**config.mk**
```make
export PLATFORM = sky130hd
export DESIGN_NAME = cf_decode
export DESIGN_NICKNAME = d
export VERILOG_FILES = /design/src/bpu_pkg.sv /design/src/cf_decode.sv
export SDC_FILE = /design/constraint.sdc
export NUM_CORES = 1
export LEC_CHECK = 0
export CORE_AREA = 2 2 39 41
export DETAILED_ROUTE_END_ITERATION = 10
export DIE_AREA = 0 0 41 43
export DONT_BUFFER_PORTS = 1
export PLACE_DENSITY = 0.48
export SYNTH_ARGS = -nofsm -noshare
export SYNTH_HDL_FRONTEND = slang
export SYNTH_SLANG_ARGS = --single-unit
```
**constraint.sdc**
```tcl
create_clock -name vclk -period 3.8
set_clock_uncertainty 0.2 [all_clocks]
set_input_delay 0.38 -clock vclk [all_inputs]
set_output_delay 0.38 -clock vclk [all_outputs]
set_load 0.01 [all_outputs]
```
**src/bpu_pkg.sv**
```systemverilog
`default_nettype none

package bpu_pkg;

    localparam int XLEN   = 32;
    localparam int HIST_W = 8;

    typedef logic [XLEN-1:0]   xlen_t;
    typedef logic [31:0]       inst_t;
    typedef logic [HIST_W-1:0] hist_t;

    // control-flow kind of one instruction
    typedef enum logic [2:0] {
        CF_NONE,
        CF_BRANCH,
        CF_CALL_DIRECT,
        CF_CALL_INDIRECT,
        CF_RETURN,
        CF_JUMP_INDIRECT
    } cf_kind_e;

    // btb, indexed by pc[9:2]
    localparam int BTB_ENTRIES = 256;
    localparam int BTB_IDX_W   = $clog2(BTB_ENTRIES);
    localparam int BTB_TAG_W   = 14;
    typedef logic [BTB_TAG_W-1:0] btb_tag_t;

    // pattern history table, index width equals history width
    localparam int PHT_ENTRIES = 256;
    localparam int PHT_IDX_W   = $clog2(PHT_ENTRIES);
    typedef logic [1:0] ctr_t;
    localparam ctr_t CTR_INIT = 2'b01;

    // return address stack
    localparam int RAS_DEPTH = 8;
    localparam int RAS_IDX_W = $clog2(RAS_DEPTH);
    localparam int RAS_CNT_W = $clog2(RAS_DEPTH + 1);
    typedef logic [RAS_CNT_W-1:0] ras_cnt_t;
    localparam ras_cnt_t RAS_FULL = RAS_CNT_W'(RAS_DEPTH);

    localparam logic [6:0] OPC_BRANCH = 7'b1100011;
    localparam logic [6:0] OPC_JAL    = 7'b1101111;
    localparam logic [6:0] OPC_JALR   = 7'b1100111;

endpackage

`default_nettype wire
```
**src/cf_decode.sv**
```systemverilog
`timescale 1ns/10ps
`default_nettype none

module cf_decode (
    input  wire bpu_pkg::inst_t     inst_i,
    output bpu_pkg::cf_kind_e       kind_o,
    output bpu_pkg::xlen_t          offset_o
);

    logic [4:0] rd;
    logic [4:0] rs1;

    assign rd  = inst_i[11:7];
    assign rs1 = inst_i[19:15];

    always_comb begin
        kind_o   = bpu_pkg::CF_NONE;
        offset_o = '0;
        case (inst_i[6:0])
            bpu_pkg::OPC_BRANCH: begin
                kind_o   = bpu_pkg::CF_BRANCH;
                offset_o = {{20{inst_i[31]}}, inst_i[7], inst_i[30:25], inst_i[11:8], 1'b0};
            end
            bpu_pkg::OPC_JAL: begin
                kind_o   = bpu_pkg::CF_CALL_DIRECT;
                offset_o = {{12{inst_i[31]}}, inst_i[19:12], inst_i[20], inst_i[30:21], 1'b0};
            end
            bpu_pkg::OPC_JALR: begin
                // jalr x0, 0(ra) is the return idiom
                if (rd != 5'd0) begin
                    kind_o = bpu_pkg::CF_CALL_INDIRECT;
                end else if (rs1 == 5'd1) begin
                    kind_o = bpu_pkg::CF_RETURN;
                end else begin
                    kind_o = bpu_pkg::CF_JUMP_INDIRECT;
                end
            end
            default: begin
                kind_o = bpu_pkg::CF_NONE;
            end
        endcase
    end

endmodule

`default_nettype wire

```
==> impl_metrics.json, run 1 <==
{
  "worst_hold_path_type": "in -> out",
  "drive_above_1_share": 0.09434,
  "worst_slack_ns": 1.657,
  "seq_area_um2": 0,
  "min-delay-start": "inst_i[3]",
  "startpoint_type": "input pin",
  "core_um2": 1384,
  "fillerInstances": 160,
  "ios": 67,
  "area_growth_pct": -19.88,
  "portBuffers": 0,
  "avgSynthCellArea_um2": 6.293,
  "p_clk_frac": 0,
  "cts_resized": 0,
  "maxCapViolations": 0,
  "die_x_um": 41,
  "layout.nets": 87,
  "holdPathEnd": "kind_o[0]",
  "wirelength_um": 975,
  "setup_tns_ns": 0,
  "clock_buffers": 0,
  "crit_arrival_ns": 1.56,
  "ir_drop_v": 0.00001598,
  "worstMarginPinSlew_ns": 0.7640,
  "core.rowCount": 14,
  "switching_share": 0.6158,
  "dpl_worst_slack_ns": 1.673,
  "grt_pass1_wl_mm": 1.400,
  "path_class": "in -> out",
  "finalHoldViolations": 0,
  "cp_cell_sequence": "nand4b_4 -> or2_0 -> a311oi_1",
  "fin_util": 0.2441,
  "cts_setup_buffers": 0,
  "die_y_um": 43,
  "yosysWarnings": 0,
  "routed_via_density": 5.478,
  "drt-initial-drc-count": 7,
  "die_area_um2": 1763,
  "relSlewSlack": 0.4906,
  "grt_pass1_vias": 303,
  "critPathCaptureType": "output pin",
  "intPower_uw": 6.491,
  "place_hpwl_um": 836,
  "final_max_slew_viol_count": 0,
  "cp_max_fo": 15,
  "drt_pass1_iterations": 4,
  "crit_buf_inv": 0,
  "gp_congestion": 0.5835,
  "status": "finished clean",
  "power_density_nw_per_um2": 50.02,
  "drt_drc_violations_left": 0,
  "power_frac_seq": 0,
  "synth.distinct_cells": 23,
  "fin_crit_ns": 2.143,
  "rsz0062_at_grt": "no",
  "detail-route-antenna-nets": 0,
  "cp_num_cells": 3,
  "whs_path_depth": 1,
  "multiInputGateArea_um2": 299.0,
  "slowest_delay_ns": 0.55,
  "syn-num-nets": 99,
  "p_sw_uw": 10.41,
  "p_comb_frac": 1.000,
  "initial_core_util": 0.3047,
  "ys_seq_area_frac": 0,
  "routedWlPerCell_um": 14.13,
  "crit_slowest_cell": "a311oi_1",
  "cp_top_family": "simple AND/OR/NAND/NOR gates",
  "gr-total-overflow": 0,
  "grt_max_degree": 16,
  "power_uw": 16.90,
  "vias": 378,
  "crit_required_ns": 3.22,
  "clock.fmax_mhz": 466.7,
  "holdBufCountCts": 0,
  "leakage_nw": 0.1133,
  "globalRouteTotalUtil": 0.1069,
  "diodes": 0,
  "setup_viol": 0,
  "antenna_found_initial": 0,
  "syn_area_um2": 421.7,
  "design.seq.count": 0,
  "synth_cells": 67,
  "fin_crit_sh": 0.5638
}
## per-layer routing
metal | vias up | GRT usage | part of all wire
met5 | - | 0 | 0
met4 | 0 | 0 | 0
met3 | 0 | 0.005236 | 0.094
met2 | 22 | 0.1938 | 0.52
met1 | 169 | 0.1392 | 0.38
li1 | 187 | - | -
## how the worst max path moves through the flow
| stage | startpoint | end | slack, ns |
|---|---|---|---|
| 2_1_floorplan | inst_i[4] | offset_o[21] | 1.86 |
| 3_3_place_gp | inst_i[4] | kind_o[0] | 1.70 |
| 3_5_place_dp | inst_i[4] | kind_o[0] | 1.67 |
| 4_1_cts | inst_i[4] | kind_o[0] | 1.67 |
| 5_1_grt | inst_i[4] | kind_o[0] | 1.57 |
| 6_report | inst_i[4] | kind_o[0] | 1.66 |
## cells in the final DEF (no fill, tap or decap)
cell and n:
a211oi_1 1, a21oi_1 8, a22oi_1 5, a311oi_1 1
and2_1 8, and3_1 1, buf_4 1, clkinv_1 1
conb_1 1, inv_1 2, nand2_1 9, nand2b_1 1
nand4b_4 1, nor2_1 6, nor2_4 1, nor3_1 1
nor3_2 1, nor4_1 1, or2_0 1, or4_4 1
xor2_1 1
## per-stage QoR
stage               cell area, µm²  cells  hold slack [ns]
floorplan                    421.7     67           0.6060
global placement             337.8     69           0.6102
detailed placement           337.8     69           0.6112
CTS                          337.8     69           0.6119
global route                 337.8     69           0.6140
finish                       337.8     69           0.6127
## kinds of logic after synthesis
| kind of cell | Yosys count | synth area share |
|---|---|---|
| other | 1 | 0.008894 |
| buffers and inverters | 18 | 0.2908 |
| xor gates and xnor gates | 1 | 0.02078 |
| AOI/OAI and AO/OA | 15 | 0.2226 |
| and+or+nand+nor | 32 | 0.4570 |
## power by group through the flow
stage | sequential [mW] | combinational (mW) | clock (mW)
2_1_floorplan | 0 | 0.0175 | 0
3_3_place_gp | 0 | 0.0166 | 0
3_5_place_dp | 0 | 0.0170 | 0
4_1_cts | 0 | 0.0171 | 0
5_1_grt | 0 | 0.0192 | 0
6_report | 0 | 0.0169 | 0
## final cells by class
type / instances / share of cell area
Multi-Input combinational cell: 49 / 0.8852
Tap cell: 16 / 0.05926
Inverter: 3 / 0.03333
Timing Repair Buffer: 1 / 0.02222
## synth_stat cells
cell      count  area share
xor2_1        1       0.021
and3_1        1       0.015
and2_1        8        0.12
buf_4        12        0.21
buf_6         1       0.027
nor3_1        1       0.012
conb_1        1      0.0089
a22oi_1       5       0.089
or4_4         1       0.027
a311oi_1      1       0.021
nand2b_1      1       0.015
clkinv_1      1      0.0089
inv_1         2       0.018
or2_0         1       0.015
nand2_1       9       0.080
nor3_2        1       0.024
a211oi_1      1       0.018
nand4b_4      1       0.056
a21oi_1       8       0.095
buf_2         2       0.024
nor2_1        6       0.053
nor4_1        1       0.015
nor2_4        1       0.027
Note: power is estimated with default switching activity, not from simulation.
==> run 2: changes to the inputs <==
Settings changed: PLACE_DENSITY 0.48 to 0.5.
Clock period 3.8 ns to 1.7 ns, I/O delays scaled along.
==> run 2 against run 1 <==
Critical path depth increased by 1. Wire length increased by 3.5%. Hold slack got worse by 0.34 ns. Design area increased by 15%. First-iteration DRC count decreased by 14%. Non-clock buffer count increased by 5. Final cell count increased by 7.2%. Largest power group unchanged. Highest routed layer unchanged.
==> impl_metrics.json, run 2 (synthesized netlist as in run 1, its figures left out) <==
{
  "area_growth_pct": -8.012,
  "cts_resized": 0,
  "grt_pass1_wl_mm": 1.421,
  "setup_viol": 0,
  "core.rowCount": 14,
  "drt_pass1_iterations": 4,
  "fillerInstances": 168,
  "vias": 404,
  "path_class": "in -> out",
  "worst_hold_path_type": "in -> out",
  "routed_via_density": 5.459,
  "ir_drop_v": 0.00004446,
  "routedWlPerCell_um": 13.64,
  "startpoint_type": "input pin",
  "whs_path_depth": 2,
  "fin_util": 0.2803,
  "design.seq.count": 0,
  "gr-total-overflow": 0,
  "grt_max_degree": 14,
  "critPathCaptureType": "output pin",
  "drive_above_1_share": 0.1724,
  "clock.fmax_mhz": 689.7,
  "grt_pass1_vias": 315,
  "leakage_nw": 0.1416,
  "holdPathEnd": "offset_o[12]",
  "wirelength_mm": 1.009,
  "initial_core_util": 0.3047,
  "maxCapViolations": 0,
  "fin_crit_sh": 0.8528,
  "holdBufCountCts": 0,
  "drt-initial-drc-count": 6,
  "detail-route-antenna-nets": 0,
  "portBuffers": 0,
  "gp_congestion": 0.6008,
  "fin_hold_ws_ns": 0.2715,
  "ios": 67,
  "die_y_um": 43,
  "place_hpwl_um": 900.6,
  "rsz0062_at_grt": "no",
  "layout.nets": 92,
  "antenna_found_initial": 0,
  "min-delay-start": "inst_i[12]",
  "crit_required_ns": 1.33,
  "globalRouteTotalUtil": 0.1079,
  "seq_area_um2": 0,
  "crit_arrival_ns": 1.08,
  "setup_tns_ns": 0,
  "cts_setup_buffers": 0,
  "power_uw": 41.48,
  "die_x_um": 41,
  "core_um2": 1384,
  "power_density_nw_per_um2": 106.9,
  "finalHoldViolations": 0,
  "cp_max_fo": 11,
  "status": "finished clean",
  "drt_drc_violations_left": 0,
  "layout_commonest_cell": "nand2_1",
  "final_max_slew_viol_count": 0,
  "clock_buffers": 0,
  "diodes": 0,
  "multiInputGateArea_um2": 299.0,
  "fin_crit_ns": 1.450,
  "die_area_um2": 1763,
  "final_cell_mix": "nand2_1, and2_1, a21oi_1"
}
run 2: cell type report:
type                       instances  area share
inverter                           3     0.02903
tap                               16     0.05161
multi-input combinational         49      0.7710
timing repair buffer               6      0.1484
run 2: power by group:
group,internal (mW),switching [mW],total [mW]
Clock,0,0,0
Combinational,0.0177,0.0237,0.0415
Sequential,0,0,0
run 2: per-layer routing:
layer / GRT usage / part of all wire / wire [µm]
met1: 0.1361 / 0.34 / 346
met2: 0.1969 / 0.55 / 557
met3: 0.01047 / 0.10 / 104
met4: 0 / 0 / 0
met5: 0 / 0 / 0
run 2: critical path, stage by stage:
cell      delay [ns]
nand4b_4        0.16
or2_0           0.29
buf_4           0.21
a21oi_1         0.25
run 2: how the worst max path moves through the flow:
stage                    from           end  slack (ns)  cells past startpoint
global placement    inst_i[4]     kind_o[0]        0.25                      4
finish              inst_i[4]  offset_o[18]        0.25                      4
detailed placement  inst_i[4]  offset_o[18]        0.24                      4
floorplan           inst_i[4]  offset_o[21]        0.18                      4
CTS                 inst_i[4]     kind_o[0]        0.24                      4
global route        inst_i[4]     kind_o[0]        0.15                      4
run 2: stage by stage:
stage	std cells	worst slack (ns)	cell area (µm²)
finish	74	0.2502	387.9
global route	74	0.1512	387.9
CTS	74	0.2422	387.9
detailed placement	74	0.2420	387.9
global placement	74	0.2543	387.9
floorplan	67	0.1798	421.7
==> run 3: changes to the inputs <==
Settings changed: GPL_TIMING_DRIVEN set to 0, SKIP_LAST_GASP set to 1.
==> run 3 against run 2 <==
Global-route usage stayed put. Power increased by 6.6%. Final cell count up 12%. Design area rose by 14%. Clock-buffer cell count is the same. Worst setup slack worse by 0.072 ns. Via count increased by 5.9%. Hold slack got worse by 0.076 ns. Fmax decreased by 4.7%.
==> impl_metrics.json, run 3 (synthesized netlist as in run 1, its figures left out) <==
{
  "cp_cell_sequence": "nand4b_4 -> or2_0 -> buf_2 -> a311oi_1",
  "ios": 67,
  "crit_arrival_ns": 1.15,
  "power_frac_seq": 0,
  "drt-initial-drc-count": 7,
  "cp_max_fo": 6,
  "cp_top_family": "compound AO/OA/AOI/OAI gates",
  "startpoint_type": "input pin",
  "min-delay-start": "inst_i[3]",
  "dpl_worst_slack_ns": 0.05500,
  "grt_max_degree": 13,
  "core_um2": 1384,
  "finalHoldViolations": 0,
  "dp.cells": 83,
  "die_x_um": 41,
  "drive_above_1_share": 0.2985,
  "fin_crit_sh": 0.8950,
  "crit_start": "inst_i[4]",
  "switching_share": 0.5567,
  "status": "finished clean",
  "setup_viol": 0,
  "grt_pass1_wl_mm": 1.421,
  "power_uw": 44.20,
  "gr-total-overflow": 0,
  "layout_commonest_cell": "buf_4",
  "gp_congestion": 0.6273,
  "slowest_delay_ns": 0.46,
  "holdPathEnd": "kind_o[0]",
  "die_area_um2": 1763,
  "drt_pass1_iterations": 3,
  "p_clk_frac": 0,
  "diodes": 0,
  "core.rowCount": 14,
  "clock.fmax_mhz": 657.3,
  "die_y_um": 43,
  "ir_drop_v": 0.00004605,
  "critPathCaptureType": "output pin",
  "fin_hold_ws_ns": 0.1956,
  "p_sw_uw": 24.61,
  "crit_required_ns": 1.33,
  "portBuffers": 0,
  "final_cell_mix": "buf_4, nand2_1, a21oi_1",
  "seq_area_um2": 0,
  "drt_drc_violations_left": 0,
  "worst_hold_path_type": "in -> out",
  "placed_area_um2": 441.7,
  "whs_path_depth": 1,
  "intPower_uw": 19.59,
  "final_max_slew_viol_count": 0,
  "fin_crit_ns": 1.521,
  "fin_util": 0.3201,
  "worst_slack_ns": 0.1786,
  "routedWlPerCell_um": 13.08,
  "wirelength_mm": 1.086,
  "leakage_nw": 0.1871,
  "setup_tns_ns": 0,
  "crit_buf_inv": 1,
  "initial_core_util": 0.3047,
  "grt_pass1_vias": 341,
  "path_class": "in -> out",
  "p_comb_frac": 1.000,
  "rsz0062_at_grt": "no",
  "holdBufCountCts": 0,
  "layout.nets": 101,
  "layout.cells.non_filler": 83,
  "worstMarginPinSlew_ns": 0.4923,
  "area_growth_pct": 5.045,
  "clock_buffers": 0,
  "vias": 428,
  "fin_area_um2": 442.9,
  "power_density_nw_per_um2": 99.79,
  "detail-route-antenna-nets": 0,
  "antenna_found_initial": 0,
  "maxCapViolations": 0,
  "routed_via_density": 5.157,
  "design.seq.count": 0,
  "relSlewSlack": 0.6696,
  "globalRouteTotalUtil": 0.1079,
  "crit_slowest_cell": "a311oi_1"
}
-- run 3: cell count changes in the layout (fill, tap and decap cells not counted) --
cell    delta
buf_2      +2
buf_12     -1
buf_4      +7
and2_1     -1
and2_2     +1
buf_6      +1
-- run 3: power by group through the flow --
stage	logic, mW	registers, mW	clock network [mW]
after floorplan	0.0391	0	0
after global placement	0.0432	0	0
after detailed placement	0.0443	0	0
after CTS	0.0444	0	0
after global routing	0.0485	0	0
final	0.0442	0	0
-- run 3: cell type report --
type | instances | area (µm²)
plain buffers | 15 | 111.4
fillers | 146 | 940.9
inverters | 3 | 11.26
multi-input cells | 49 | 300.3
well taps | 16 | 20.02
-- run 3: repair_timing --
item                                    4_1_cts  5_1_grt
hold endpoints to repair                      0        0
endpoints found under the setup margin        0       11
gates resized for setup                       0        1
buffers inserted                              0        0
-- run 3: per-layer routing --
metal	track usage	share of wire	wire length, µm	vias to the layer above
li1	-	-	-	214
met1	0.1297	0.36	388	183
met2	0.2031	0.52	565	31
met3	0.01047	0.12	133	0
met4	0	0	0	0
met5	0	0	0	-
-- run 3: how the worst max path moves through the flow --
stage | endpoint | slack, ns | depth (start not counted)
after global placement | offset_o[31] | 0.09 | 4
after global routing | offset_o[25] | 0.05 | 4
after CTS | offset_o[30] | 0.06 | 4
after floorplan | offset_o[21] | 0.18 | 4
after detailed placement | offset_o[30] | 0.06 | 4
final | kind_o[0] | 0.18 | 4
