File: src/bpu_pkg.sv
`default_nettype none

package bpu_pkg;

    localparam int XLEN   = 32;
    localparam int HIST_W = 8;

    typedef logic [XLEN-1:0]   xlen_t;
    typedef logic [31:0]       inst_t;
    typedef logic [HIST_W-1:0] hist_t;

    // control-flow kind of one instruction
    typedef enum logic [2:0] {
        CF_NONE,
        CF_BRANCH,
        CF_CALL_DIRECT,
        CF_CALL_INDIRECT,
        CF_RETURN,
        CF_JUMP_INDIRECT
    } cf_kind_e;

    // btb, indexed by pc[9:2]
    localparam int BTB_ENTRIES = 256;
    localparam int BTB_IDX_W   = $clog2(BTB_ENTRIES);
    localparam int BTB_TAG_W   = 14;
    typedef logic [BTB_TAG_W-1:0] btb_tag_t;

    // pattern history table, index width equals history width
    localparam int PHT_ENTRIES = 256;
    localparam int PHT_IDX_W   = $clog2(PHT_ENTRIES);
    typedef logic [1:0] ctr_t;
    localparam ctr_t CTR_INIT = 2'b01;

    // return address stack
    localparam int RAS_DEPTH = 8;
    localparam int RAS_IDX_W = $clog2(RAS_DEPTH);
    localparam int RAS_CNT_W = $clog2(RAS_DEPTH + 1);
    typedef logic [RAS_CNT_W-1:0] ras_cnt_t;
    localparam ras_cnt_t RAS_FULL = RAS_CNT_W'(RAS_DEPTH);

    localparam logic [6:0] OPC_BRANCH = 7'b1100011;
    localparam logic [6:0] OPC_JAL    = 7'b1101111;
    localparam logic [6:0] OPC_JALR   = 7'b1100111;

endpackage

`default_nettype wire
File: src/bpu_update_if.sv
`timescale 1ns/10ps
`default_nettype none

// one resolved control-flow instruction, already decoded
interface bpu_update_if;

    logic               valid;
    bpu_pkg::xlen_t     pc;
    bpu_pkg::cf_kind_e  kind;
    logic               taken;
    bpu_pkg::xlen_t     target;
    bpu_pkg::hist_t     history;

    modport source (
        output valid,
        output pc,
        output kind,
        output taken,
        output target,
        output history
    );

    modport sink (
        input valid,
        input pc,
        input kind,
        input taken,
        input target,
        input history
    );

endinterface

`default_nettype wire

File: src/return_stack.sv
`timescale 1ns/10ps
`default_nettype none

module return_stack (
    input  wire             clk,
    input  wire             rst,
    output logic            top_valid_o,
    output bpu_pkg::xlen_t  top_o,
    bpu_update_if.sink      upd
);

    bpu_pkg::xlen_t    ras_q [bpu_pkg::RAS_DEPTH];
    bpu_pkg::ras_cnt_t depth_q;

    logic                          push;
    logic                          pop;
    logic                          full;
    logic [bpu_pkg::RAS_IDX_W-1:0] push_idx;
    logic [bpu_pkg::RAS_IDX_W-1:0] top_idx;

    assign push = upd.valid && ((upd.kind == bpu_pkg::CF_CALL_DIRECT) ||
                                (upd.kind == bpu_pkg::CF_CALL_INDIRECT));
    assign pop  = upd.valid && (upd.kind == bpu_pkg::CF_RETURN) && (depth_q != '0);
    assign full = (depth_q == bpu_pkg::RAS_FULL);

    // wrap to entry 0 when full
    assign push_idx = full ? '0 : depth_q[bpu_pkg::RAS_IDX_W-1:0];
    assign top_idx  = depth_q[bpu_pkg::RAS_IDX_W-1:0] - 1'b1;

    assign top_valid_o = (depth_q != '0);
    assign top_o       = ras_q[top_idx];

    always_ff @(posedge clk) begin
        if (rst) begin
            depth_q <= '0;
        end else if (push) begin
            depth_q <= full ? bpu_pkg::ras_cnt_t'(1) : depth_q + 1'b1;
        end else if (pop) begin
            depth_q <= depth_q - 1'b1;
        end
    end

    always_ff @(posedge clk) begin
        if (push) begin
            ras_q[push_idx] <= upd.pc + bpu_pkg::xlen_t'(4);
        end
    end

    depth_bounded: assert property (
        @(posedge clk) disable iff (rst) depth_q <= bpu_pkg::RAS_FULL
    );

endmodule

`default_nettype wire

File: src/flat_wrapper.sv
// flat-port wrapper written by rule: the top's interface ports become plain ports
module return_stack_flat 
  (clk, rst, top_valid_o, top_o, upd_valid, upd_pc, upd_kind, upd_taken, upd_target, upd_history);
  bpu_update_if upd_i ();
  input  wire clk;
  input  wire rst;
  output logic top_valid_o;
  output bpu_pkg::xlen_t top_o;
  input wire logic [$bits(upd_i.valid)-1:0] upd_valid;
  input wire logic [$bits(upd_i.pc)-1:0] upd_pc;
  input wire logic [$bits(upd_i.kind)-1:0] upd_kind;
  input wire logic [$bits(upd_i.taken)-1:0] upd_taken;
  input wire logic [$bits(upd_i.target)-1:0] upd_target;
  input wire logic [$bits(upd_i.history)-1:0] upd_history;
  assign upd_i.valid = upd_valid;
  assign upd_i.pc = upd_pc;
  assign upd_i.kind = upd_kind;
  assign upd_i.taken = upd_taken;
  assign upd_i.target = upd_target;
  assign upd_i.history = upd_history;
  return_stack u_core (.clk(clk), .rst(rst), .top_valid_o(top_valid_o), .top_o(top_o), .upd(upd_i));
endmodule
File: config.mk
export PLATFORM = sky130hd
export DESIGN_NAME = return_stack_flat
export DESIGN_NICKNAME = d
export VERILOG_FILES = /design/src/bpu_pkg.sv /design/src/bpu_update_if.sv /design/src/return_stack.sv /design/src/flat_wrapper.sv
export SDC_FILE = /design/constraint.sdc
export NUM_CORES = 1
export LEC_CHECK = 0
export BUFFER_PORTS_ARGS = -buffer_cell sky130_fd_sc_hd__buf_2
export CAP_MARGIN = 15
export CORE_MARGIN = 5
export CORE_UTILIZATION = 35
export CTS_CLUSTER_DIAMETER = 40
export DETAILED_ROUTE_END_ITERATION = 10
export GPL_TIMING_DRIVEN = 0
export PLACE_DENSITY_LB_ADDON = 0.15
export REMOVE_ABC_BUFFERS = 1
export SYNTH_ARGS = -nofsm -noshare
export SYNTH_HDL_FRONTEND = slang
export SYNTH_SLANG_ARGS = --single-unit
File: constraint.sdc
create_clock -name clk -period 7.8 [get_ports clk]
set_clock_uncertainty 0.1 [all_clocks]
set_input_delay 1.56 -clock clk [delete_from_list [all_inputs] [get_ports clk]]
set_output_delay 1.56 -clock clk [all_outputs]
set_load 0.05 [all_outputs]
==> impl_results.md, run 1 <==
* Period utilization at 62.1%
* Post-synthesis xor/xnor area fraction at 2.39%
* DR vias at 5193
* Post-route setup slack at between 2 and 3 ns
* Cell variety after synth at 47
* Ys flop type: edfxtp_1
* Total Wirelength at 22500 um
* Highest clock rate at a little over 200 MHz
* Vert. Die Dim at 184 um
* # fillers at approximately 2600
* Simple-gate share of the synthesized area at 4.32%
* Die area at about 34000 um2
* # rows at 63
* Hold/Removal Path Class: reg2reg
* Status: finished, final reports clean
* Area delta synth->final at 21.5%
* Initial antenna violation count at 0
* Root Driver: clkbuf_16
* Cell total after placement at 966
* Largest net degree at the start of global routing at 41
* Placer Congestion at 0.771
* TritonCTS Sinks at 260
* Worst r2r path cells at 6
* Post-place setup slack at 3.37 ns
* DR DRC count at 0
* Number of global-route vias before repair at 5723
* Critical R2R Launch: u_core.depth_q[0]$_SDFFE_PP0P_
* TNS Setup at 0 ns
* Clock transition at the registers of the reported paths at 0.05 ns
* Initial Util at around 36%
* H-tree levels at 2
* Pins Over Slew Limit at 0
* CP Capture Point: top_o[17]
* Fin nets at slightly below 700
* R2R setup slack at 5.02 ns
* Final core area utilization at 43.3%
* Mapped cell area at 10600 um2
* Post-route antenna net violation count at 0
* Layout cells sized above 1 at 40.2%
* Post-DP Area at 11700 um2
* Num CTS Buffers at 35
* Adder-Cell Fraction of Synth Area at 0.354%
* Flops & latches, synth at 260
* ANT cells at 0
* Max VDD drop at approximately 0.14 mV
* PortBufs at 70
* Power Dens Cells at around 270 nW/um2
* Final Instance Area at 12900 um2
* Number of enable flip-flop cells after synthesis at 256
* Worst setup EP type: output port
* Worst r2r dst: u_core.ras_q[1][30]$_DFFE_PP_
* Per-cell routed wire length at 21.9 um
* Hold buffer count at cts at 0
* Post-DP HPWL at 14500 um
* YS warnings at 0
* Crit start category: flip-flop
* Max-cap violations at 0
* Leak pwr at 4.12 nW
* Final setup vio count at 0
* Post-synth ARST share at 0%
* DRT Pass-1 Iters at 5
* Multiplexer share of the synthesized area at 17.1%
* Type of the worst setup path: reg2out
* CTS tree: built
* Final Non-Filler Cells at 1029
* Drt initial violations at 407
* Vias per std cell at a little over 5
* Core area at roughly 30000 um2
* Post-synthesis sequential area ratio at between 70% and 80%
* GRT Overall Usage at 13.7%
* Avg Cell Area, Syn at between 20 and 25 um2
* Largest family of logic cells by synthesized area: multiplexers
* RSZ-0062 raised after global routing: no
* Synth Area in Compound Gates at less than 1%
* Minimum hold slack at 0.483 ns
* Worst Path Required at between 6 and 7 ns
* Pwr Total at around 3.4 mW
* Final Hold Viols at 0
* Die X at roughly 180 um
* Largest fanout on the critical path at 40
* Post-synthesis cell count at 508
* Post-CTS Setup Inserts at 0
* Clock Latency Late Sink at 0.48 ns
* Worst slew margin at 41.3%
* Global-route wire length before repair at 34800 um
* CP Launch Point: u_core.depth_q[0]$_SDFFE_PP0P_
* Max clock buf depth at 3
* Post-cts resize count at 0
* WP data arrival at approximately 3.2 ns
* Io pins at 112
* Fin crit period at 4.85 ns
* Global route overflow at 0
* Worst-margin pin slew at 0.878 ns
==> logic make-up after synthesis <==
logic type | Yosys count
multiplexers | 97
flip-flops | 260
XOR/XNOR | 29
AO/OA/AOI/OAI | 16
buffers and inverters | 27
adder cells (fa/ha/maj) | 3
AND/OR/NAND/NOR | 76
==> routing by layer <==
metal  routed length (um)  GRT usage, %  vias to the layer above
met5                    0             0                        -
met4                  416          3.37                        0
met3                  874          2.85                       38
met2                11400          23.5                      110
met1                 9860          18.1                     2714
li1                     -             -                     2331
==> cell usage after synthesis (2+ instances only) <==
library cell / number / share of area (%)
mux2_2: 32 / 3.4
edfxtp_1: 256 / 72
and3_1: 3 / 0.18
nor3_1: 5 / 0.24
nand4_1: 9 / 0.53
a31oi_1: 2 / 0.12
mux4_2: 64 / 14
inv_1: 7 / 0.25
a21oi_1: 6 / 0.28
nand3_2: 2 / 0.19
buf_6: 7 / 0.74
dfxtp_1: 4 / 0.76
xnor2_1: 21 / 1.7
clkbuf_1: 4 / 0.14
nand2_1: 15 / 0.53
buf_4: 5 / 0.35
nand3_1: 12 / 0.57
buf_2: 3 / 0.14
ha_1: 3 / 0.35
xor2_1: 8 / 0.66
nor2_1: 14 / 0.50
==> flip-flops by register name, summed over array words and instances, names as in the netlist <==
name	flops
u_core.depth_q	4
u_core.ras_q	256
==> worst max-delay path: stages (launching register included) <==
cell	delay (ns)
dfxtp_4	0.61
inv_1	0.24
ha_4	0.63
buf_16	0.31
mux4_2	0.34
mux2_2	0.31
buf_2	0.22
==> cell usage in the layout (no fill, tap or decap), drive strengths merged, types with 2 or more instances in the layout <==
cell	count
a21oi	6
a31oi	2
and3	3
buf	88
bufinv	5
clkbuf	43
clkinv	7
clkinvlp	6
dfxtp	4
edfxtp	256
ha	3
inv	9
mux2	32
mux4	64
nand2	15
nand3	14
nand4	9
nand4b	2
nor2	14
nor3	6
nor4	3
o21ai	2
xnor2	21
xor2	8
==> how the worst min path moves through the flow <==
stage,start,endpoint,slack [ns],depth (start not counted)
2_1_floorplan,u_core.depth_q[3]$_SDFFE_PP0P_,u_core.depth_q[0]$_SDFFE_PP0P_,0.40,2
3_3_place_gp,u_core.depth_q[3]$_SDFFE_PP0P_,u_core.depth_q[0]$_SDFFE_PP0P_,0.45,2
3_5_place_dp,u_core.depth_q[3]$_SDFFE_PP0P_,u_core.depth_q[0]$_SDFFE_PP0P_,0.47,2
4_1_cts,u_core.depth_q[3]$_SDFFE_PP0P_,u_core.depth_q[0]$_SDFFE_PP0P_,0.48,2
5_1_grt,u_core.depth_q[3]$_SDFFE_PP0P_,u_core.depth_q[0]$_SDFFE_PP0P_,0.52,2
6_report,u_core.depth_q[3]$_SDFFE_PP0P_,u_core.depth_q[0]$_SDFFE_PP0P_,0.48,2
==> where the power goes <==
group,switching [mW],internal [mW],leakage [nW]
clock network,0.562,1.03,0.564
registers,0.00570,1.55,2.34
logic,0.177,0.0989,1.21
==> layout make-up <==
type / instances / area [um2] / share of cell area, %
clock buffers: 43 / 948 / 7.36
clock inverters: 20 / 244 / 1.89
inverters: 7 / 26.3 / 0.204
multi-input cells: 221 / 2750 / 21.3
flip-flops and latches: 260 / 7770 / 60.3
well taps: 390 / 488 / 3.79
repair buffers: 88 / 663 / 5.15
(Power assumes the default switching activity.)
==> run 2, diff against run 1 <==
==> constraint.sdc (replaced) <==
create_clock -name clk -period 4.3 [get_ports clk]
set_clock_uncertainty 0.1 [all_clocks]
set_input_delay 0.86 -clock clk [delete_from_list [all_inputs] [get_ports clk]]
set_output_delay 0.86 -clock clk [all_outputs]
set_load 0.05 [all_outputs]
==> run 2 against run 1 <==
Compared with the run above: hold slack got worse by 0.0071 ns; die area unchanged; count of clock-buffer cells in the layout unchanged; clock power up 81%; cell area rose by 0.41%; sequential cell count is the same.
==> impl_results.md, run 2 (same netlist as run 1, synthesis figures left out) <==
* Status: finished, final reports clean
* CP top delay family: buffers and inverters
* Global route overflow at 0
* ANT cells at 0
* Commonest non-fill, non-tap cell in the layout: edfxtp_1
* Crit path buf inv count at 3
* DR vias at approximately 5200
* TNS Setup at 0 ns
* Largest regs: u_core.ras_q x256, u_core.depth_q x4
* GRT Overall Usage at 13.7%
* Crit-path max cell delay at between 0.6 and 0.7 ns
* Hold buffer count at cts at 0
* DR DRC count at 0
* Worst slew margin at 41.9%
* Placer Congestion at ~0.77
* Worst r2r path cells at 6
* Hold/Removal Path Class: in2reg
* H-tree levels at 2
* Vias per std cell at 5.03
* Total Wirelength at roughly 23000 um
* Per-cell routed wire length at 22.0 um
* Root Driver: clkbuf_16
* CTS tree: built
* TritonCTS Sinks at 260
* CP Launch Point: u_core.depth_q[0]$_SDFFE_PP0P_
* Cell total after placement at 966
* # rows at 63
* Critical R2R Launch: u_core.depth_q[0]$_SDFFE_PP0P_
* Type of the worst setup path: reg2out
* Post-DP HPWL at between 10000 and 15000 um
* CP Capture Point: top_o[17]
* PortBufs at 70
* Initial Util at between 30% and 40%
* Number of global-route vias before repair at 5723
* # fillers at 2618
* Worst r2r dst: u_core.ras_q[1][30]$_DFFE_PP_
* Crit start category: flip-flop
* Power Dens Cells at ~480 nW/um2
* Clock transition at the registers of the reported paths at 0.05 ns
* R2R setup slack at around 1.5 ns
* Drt initial violations at 367
* Clock Latency Late Sink at 0.49 ns
* Biggest register: u_core.ras_q
* DRT Pass-1 Iters at 5
* WP data arrival at 3.04 ns
* Final Hold Viols at 0
* Worst setup EP type: output port
* Vert. Die Dim at 184 um
* Largest net degree at the start of global routing at slightly above 40
* Final core area utilization at 43.4%
* Fin nets at between 600 and 700
* Final Non-Filler Cells at 1032
* Max clock buf depth at 3
* Max-cap violations at 0
* Num CTS Buffers at 35
* Final setup vio count at 0
* RSZ-0062 raised after global routing: no
* Worst Path Required at about 3.3 ns
* Slowest cell on crit path: dfxtp_4
* Post-route antenna net violation count at 0
* Die X at roughly 180 um
* Layout cells sized above 1 at 40.5%
* Commonest non-fill, non-tap cells in the layout: edfxtp_1, buf_2, mux4_2
* Number of flip-flops under the largest register name at between 200 and 300
* Cell count along the critical path at 6
* Max VDD drop at 0.246 mV
* Worst-margin pin slew at 0.870 ns
* Global-route wire length before repair at 34800 um
* Area delta synth->final at 22.0%
* Largest fanout on the critical path at 40
* Period utilization at between 90 and 100%
* Highest clock rate at 250 MHz
* Pins Over Slew Limit at 0
* Initial antenna violation count at 0
* Pwr Total at 6.23 mW
* CP Cell Sequence: inv_1 -> ha_4 -> buf_16 -> mux4_2 -> mux2_2 -> buf_2
* Die area at between 30000 and 40000 um2
* Core area at 29800 um2
* Fin crit period at 4.00 ns
* Leak pwr at approximately 4.1 nW
* Io pins at 112
run 2: cell count changes in the layout (fill, tap and decap cells not counted), sizes merged:
| cell | change |
|---|---|
| clkbuf | +1 |
| buf | +2 |
run 2: layer usage:
layer,GRT usage [%],part of all wire [%],routed length (um),up-vias
met4,3.37,1.8,420,0
met1,18.1,43,9810,2708
met5,0,0,0,-
met2,23.5,51,11500,107
li1,-,-,-,2336
met3,2.85,4.4,1000,37
run 2: worst min path at each step:
stage               depth (start not counted)  slack, ns                            from                             end
floorplan                                   2       0.40  u_core.depth_q[3]$_SDFFE_PP0P_  u_core.depth_q[0]$_SDFFE_PP0P_
global placement                            2       0.45  u_core.depth_q[3]$_SDFFE_PP0P_  u_core.depth_q[0]$_SDFFE_PP0P_
detailed placement                          2       0.47  u_core.depth_q[3]$_SDFFE_PP0P_  u_core.depth_q[0]$_SDFFE_PP0P_
CTS                                         2       0.46                             rst  u_core.depth_q[0]$_SDFFE_PP0P_
global route                                2       0.46                             rst  u_core.depth_q[0]$_SDFFE_PP0P_
finish                                      2       0.48                             rst  u_core.depth_q[0]$_SDFFE_PP0P_
run 2: area by class of cell:
type	count	area (um2)	share of cell area (%)
Timing Repair Buffer	91	716	5.53
Tap cell	390	488	3.77
Clock buffer	43	948	7.33
Inverter	7	26.3	0.203
Multi-Input combinational cell	221	2750	21.2
Sequential cell	260	7770	60.1
Clock inverter	20	244	1.89
run 2: metrics by stage:
step                      hold WS [ns]  worst slack [ns]  area, um2
final                            0.476             0.302      12900
after global routing             0.464             0.109      12900
after CTS                        0.456            0.0432      12900
after detailed placement         0.469             0.570      11700
after global placement           0.445             -6.40      11300
after floorplan                  0.398             -2.43      10500
run 2: power breakdown:
| part | internal (mW) | total (mW) | switching (mW) |
|---|---|---|---|
| logic | 0.186 | 0.511 | 0.324 |
| registers | 2.81 | 2.82 | 0.0103 |
| clock network | 1.87 | 2.90 | 1.02 |
run 2: what timing repair did:
item | 4_1_cts | 5_1_grt
buffers inserted | 0 | 3
gates resized for setup | 0 | 0
setup endpoints to repair | 0 | 15
==> run 3, diff against run 2 <==
--- a/config.mk
+++ b/config.mk
@@ -7,6 +7,7 @@
 export LEC_CHECK = 0
 export BUFFER_PORTS_ARGS = -buffer_cell sky130_fd_sc_hd__buf_2
 export CAP_MARGIN = 15
+export CORE_ASPECT_RATIO = 0.8
 export CORE_MARGIN = 5
 export CORE_UTILIZATION = 35
 export CTS_CLUSTER_DIAMETER = 40
==> run 3 against run 2 <==
Compared with the run above: die area about the same; non-clock buffer count decreased by 3; first-iteration DRC count decreased by 20%; cell count increased by 2.0%.
==> impl_results.md, run 3 (same netlist as run 1, synthesis figures left out) <==
* Status: finished, final reports clean
* Initial antenna violation count at 0
* R2R setup slack at 1.59 ns
* GRT Overall Usage at about 14%
* Leak pwr at ~4.2 nW
* Final core area utilization at 43.1%
* Final Hold Viols at 0
* Worst Path Required at 3.34 ns
* Post-cts resize count at 0
* Die X at 205 um
* TritonCTS Sinks at 260
* Worst r2r path cells at 5
* Hold path depth at 2
* Final setup vio count at 0
* PortBufs at 70
* Type of the worst setup path: reg2out
* CP Launch Point: u_core.depth_q[0]$_SDFFE_PP0P_
* # rows at 57
* WP data arrival at 3.05 ns
* Max clock buf depth at 3
* Total Wirelength at 23500 um
* Root Driver: clkbuf_16
* Post-route antenna net violation count at 0
* Area delta synth->final at 22.3%
* Pins Over Slew Limit at 0
* Pwr Total at 6.34 mW
* Drt initial violations at 292
* Largest fanout on the critical path at 18
* Largest regs: u_core.ras_q x256, u_core.depth_q x4
* ANT cells at 0
* Worst slew margin at 38.7%
* Placer Congestion at 0.693
* Fin nets at 695
* Commonest non-fill, non-tap cell in the layout: edfxtp_1
* DR DRC count at 0
* Die area at around 34000 um2
* Vert. Die Dim at ~170 um
* Worst r2r dst: u_core.ras_q[4][1]$_DFFE_PP_
* Hold/Removal Path Class: reg2reg
* Critical R2R Launch: u_core.depth_q[2]$_SDFFE_PP0P_
* H-tree levels at 2
* Cell total after placement at roughly 1000
* Fin crit period at 4.01 ns
* Layout cells sized above 1 at 41.1%
* Worst-margin pin slew at 0.912 ns
* Commonest non-fill, non-tap cells in the layout: edfxtp_1, buf_2, mux4_2
* DR vias at 5147
* Highest clock rate at 249 MHz
* DRT Pass-1 Iters at 6
* Vias per std cell at 4.89
* Power Dens Cells at 489 nW/um2
* Num CTS Buffers at 35
* Biggest register: u_core.ras_q
* Post-CTS Setup Inserts at 0
* Clock transition at the registers of the reported paths at about 0.050 ns
* Hold buffer count at cts at 0
* Io pins at between 100 and 150
* TNS Setup at 0 ns
* Crit start category: flip-flop
* Per-cell routed wire length at 22.3 um
* Number of global-route vias before repair at about 5700
* Minimum hold slack at 0.456 ns
* Global-route wire length before repair at approximately 36000 um
* Hold path start: u_core.depth_q[3]$_SDFFE_PP0P_
* Initial Util at a little over a third
* Max-cap violations at 0
* Hold path endpoint: u_core.depth_q[0]$_SDFFE_PP0P_
* Worst setup EP type: output port
* Post-DP HPWL at 14900 um
* Core area at between 30000 and 40000 um2
* Number of flip-flops under the largest register name at 256
* Largest net degree at the start of global routing at between 50 and 60
* CTS tree: built
* RSZ-0062 raised after global routing: no
* Clock Latency Late Sink at ~0.5 ns
* Global route overflow at 0
* Period utilization at 93.3%
* Max VDD drop at around 0.24 mV
* Final Non-Filler Cells at 1053
==> run 3: cell count changes in the layout (fill, tap and decap cells not counted), moves of 2 or more <==
| cell | previous run | this run |
|---|---|---|
| inv_6 | 2 | 4 |
| clkinvlp_4 | 6 | 3 |
| buf_4 | 3 | 1 |
| clkbuf_1 | 6 | 3 |
| clkinv_2 | 4 | 6 |
| clkbuf_16 | 38 | 36 |
| clkinv_1 | 3 | 1 |
| clkinv_4 | 0 | 3 |
==> run 3: through the flow <==
step	setup WS, ns	instance area [um2]
6_report	0.288	13000
5_1_grt	0.0998	13000
4_1_cts	0.187	13000
3_5_place_dp	0.715	11700
3_3_place_gp	-6.67	11300
2_1_floorplan	-2.43	10500
==> run 3: power by group <==
part	internal (mW)	total (mW)	leakage [nW]	switching, mW
logic	0.180	0.506	1.21	0.326
clock network	1.92	3.02	0.601	1.10
registers	2.81	2.81	2.34	0.00905
==> run 3: cell type report <==
cell class | instances | area (um2)
well taps | 413 | 517
repair buffers | 88 | 667
flip-flops and latches | 260 | 7770
multi-input cells | 221 | 2750
fillers | 2647 | 17100
clock inverters | 25 | 325
clock buffers | 39 | 912
inverters | 7 | 26.3
==> run 3: metal layers <==
layer | GRT usage (%) | up-vias | share of wire (%)
met4 | 3.29 | 0 | 1.6
met2 | 22.9 | 104 | 50
met1 | 19.4 | 2674 | 45
met3 | 2.93 | 34 | 4.1
met5 | 0 | - | 0
li1 | - | 2335 | -
==> run 3: worst max path at each step <==
stage / to / slack (ns) / cells after the start
after CTS: top_o[14] / 0.19 / 6
after floorplan: top_o[0] / -2.43 / 4
after global routing: top_o[15] / 0.1 / 6
final: top_o[15] / 0.29 / 6
after global placement: u_core.ras_q[4][8]$_DFFE_PP_ / -6.67 / 1
after detailed placement: top_o[14] / 0.71 / 6
==> run 3: worst max-delay path, cell delays in order (launching register included) <==
cell,delay (ns)
dfxtp_4,0.56
inv_1,0.20
ha_4,0.24
xor2_4,0.66
buf_12,0.27
mux2_2,0.39
buf_2,0.22
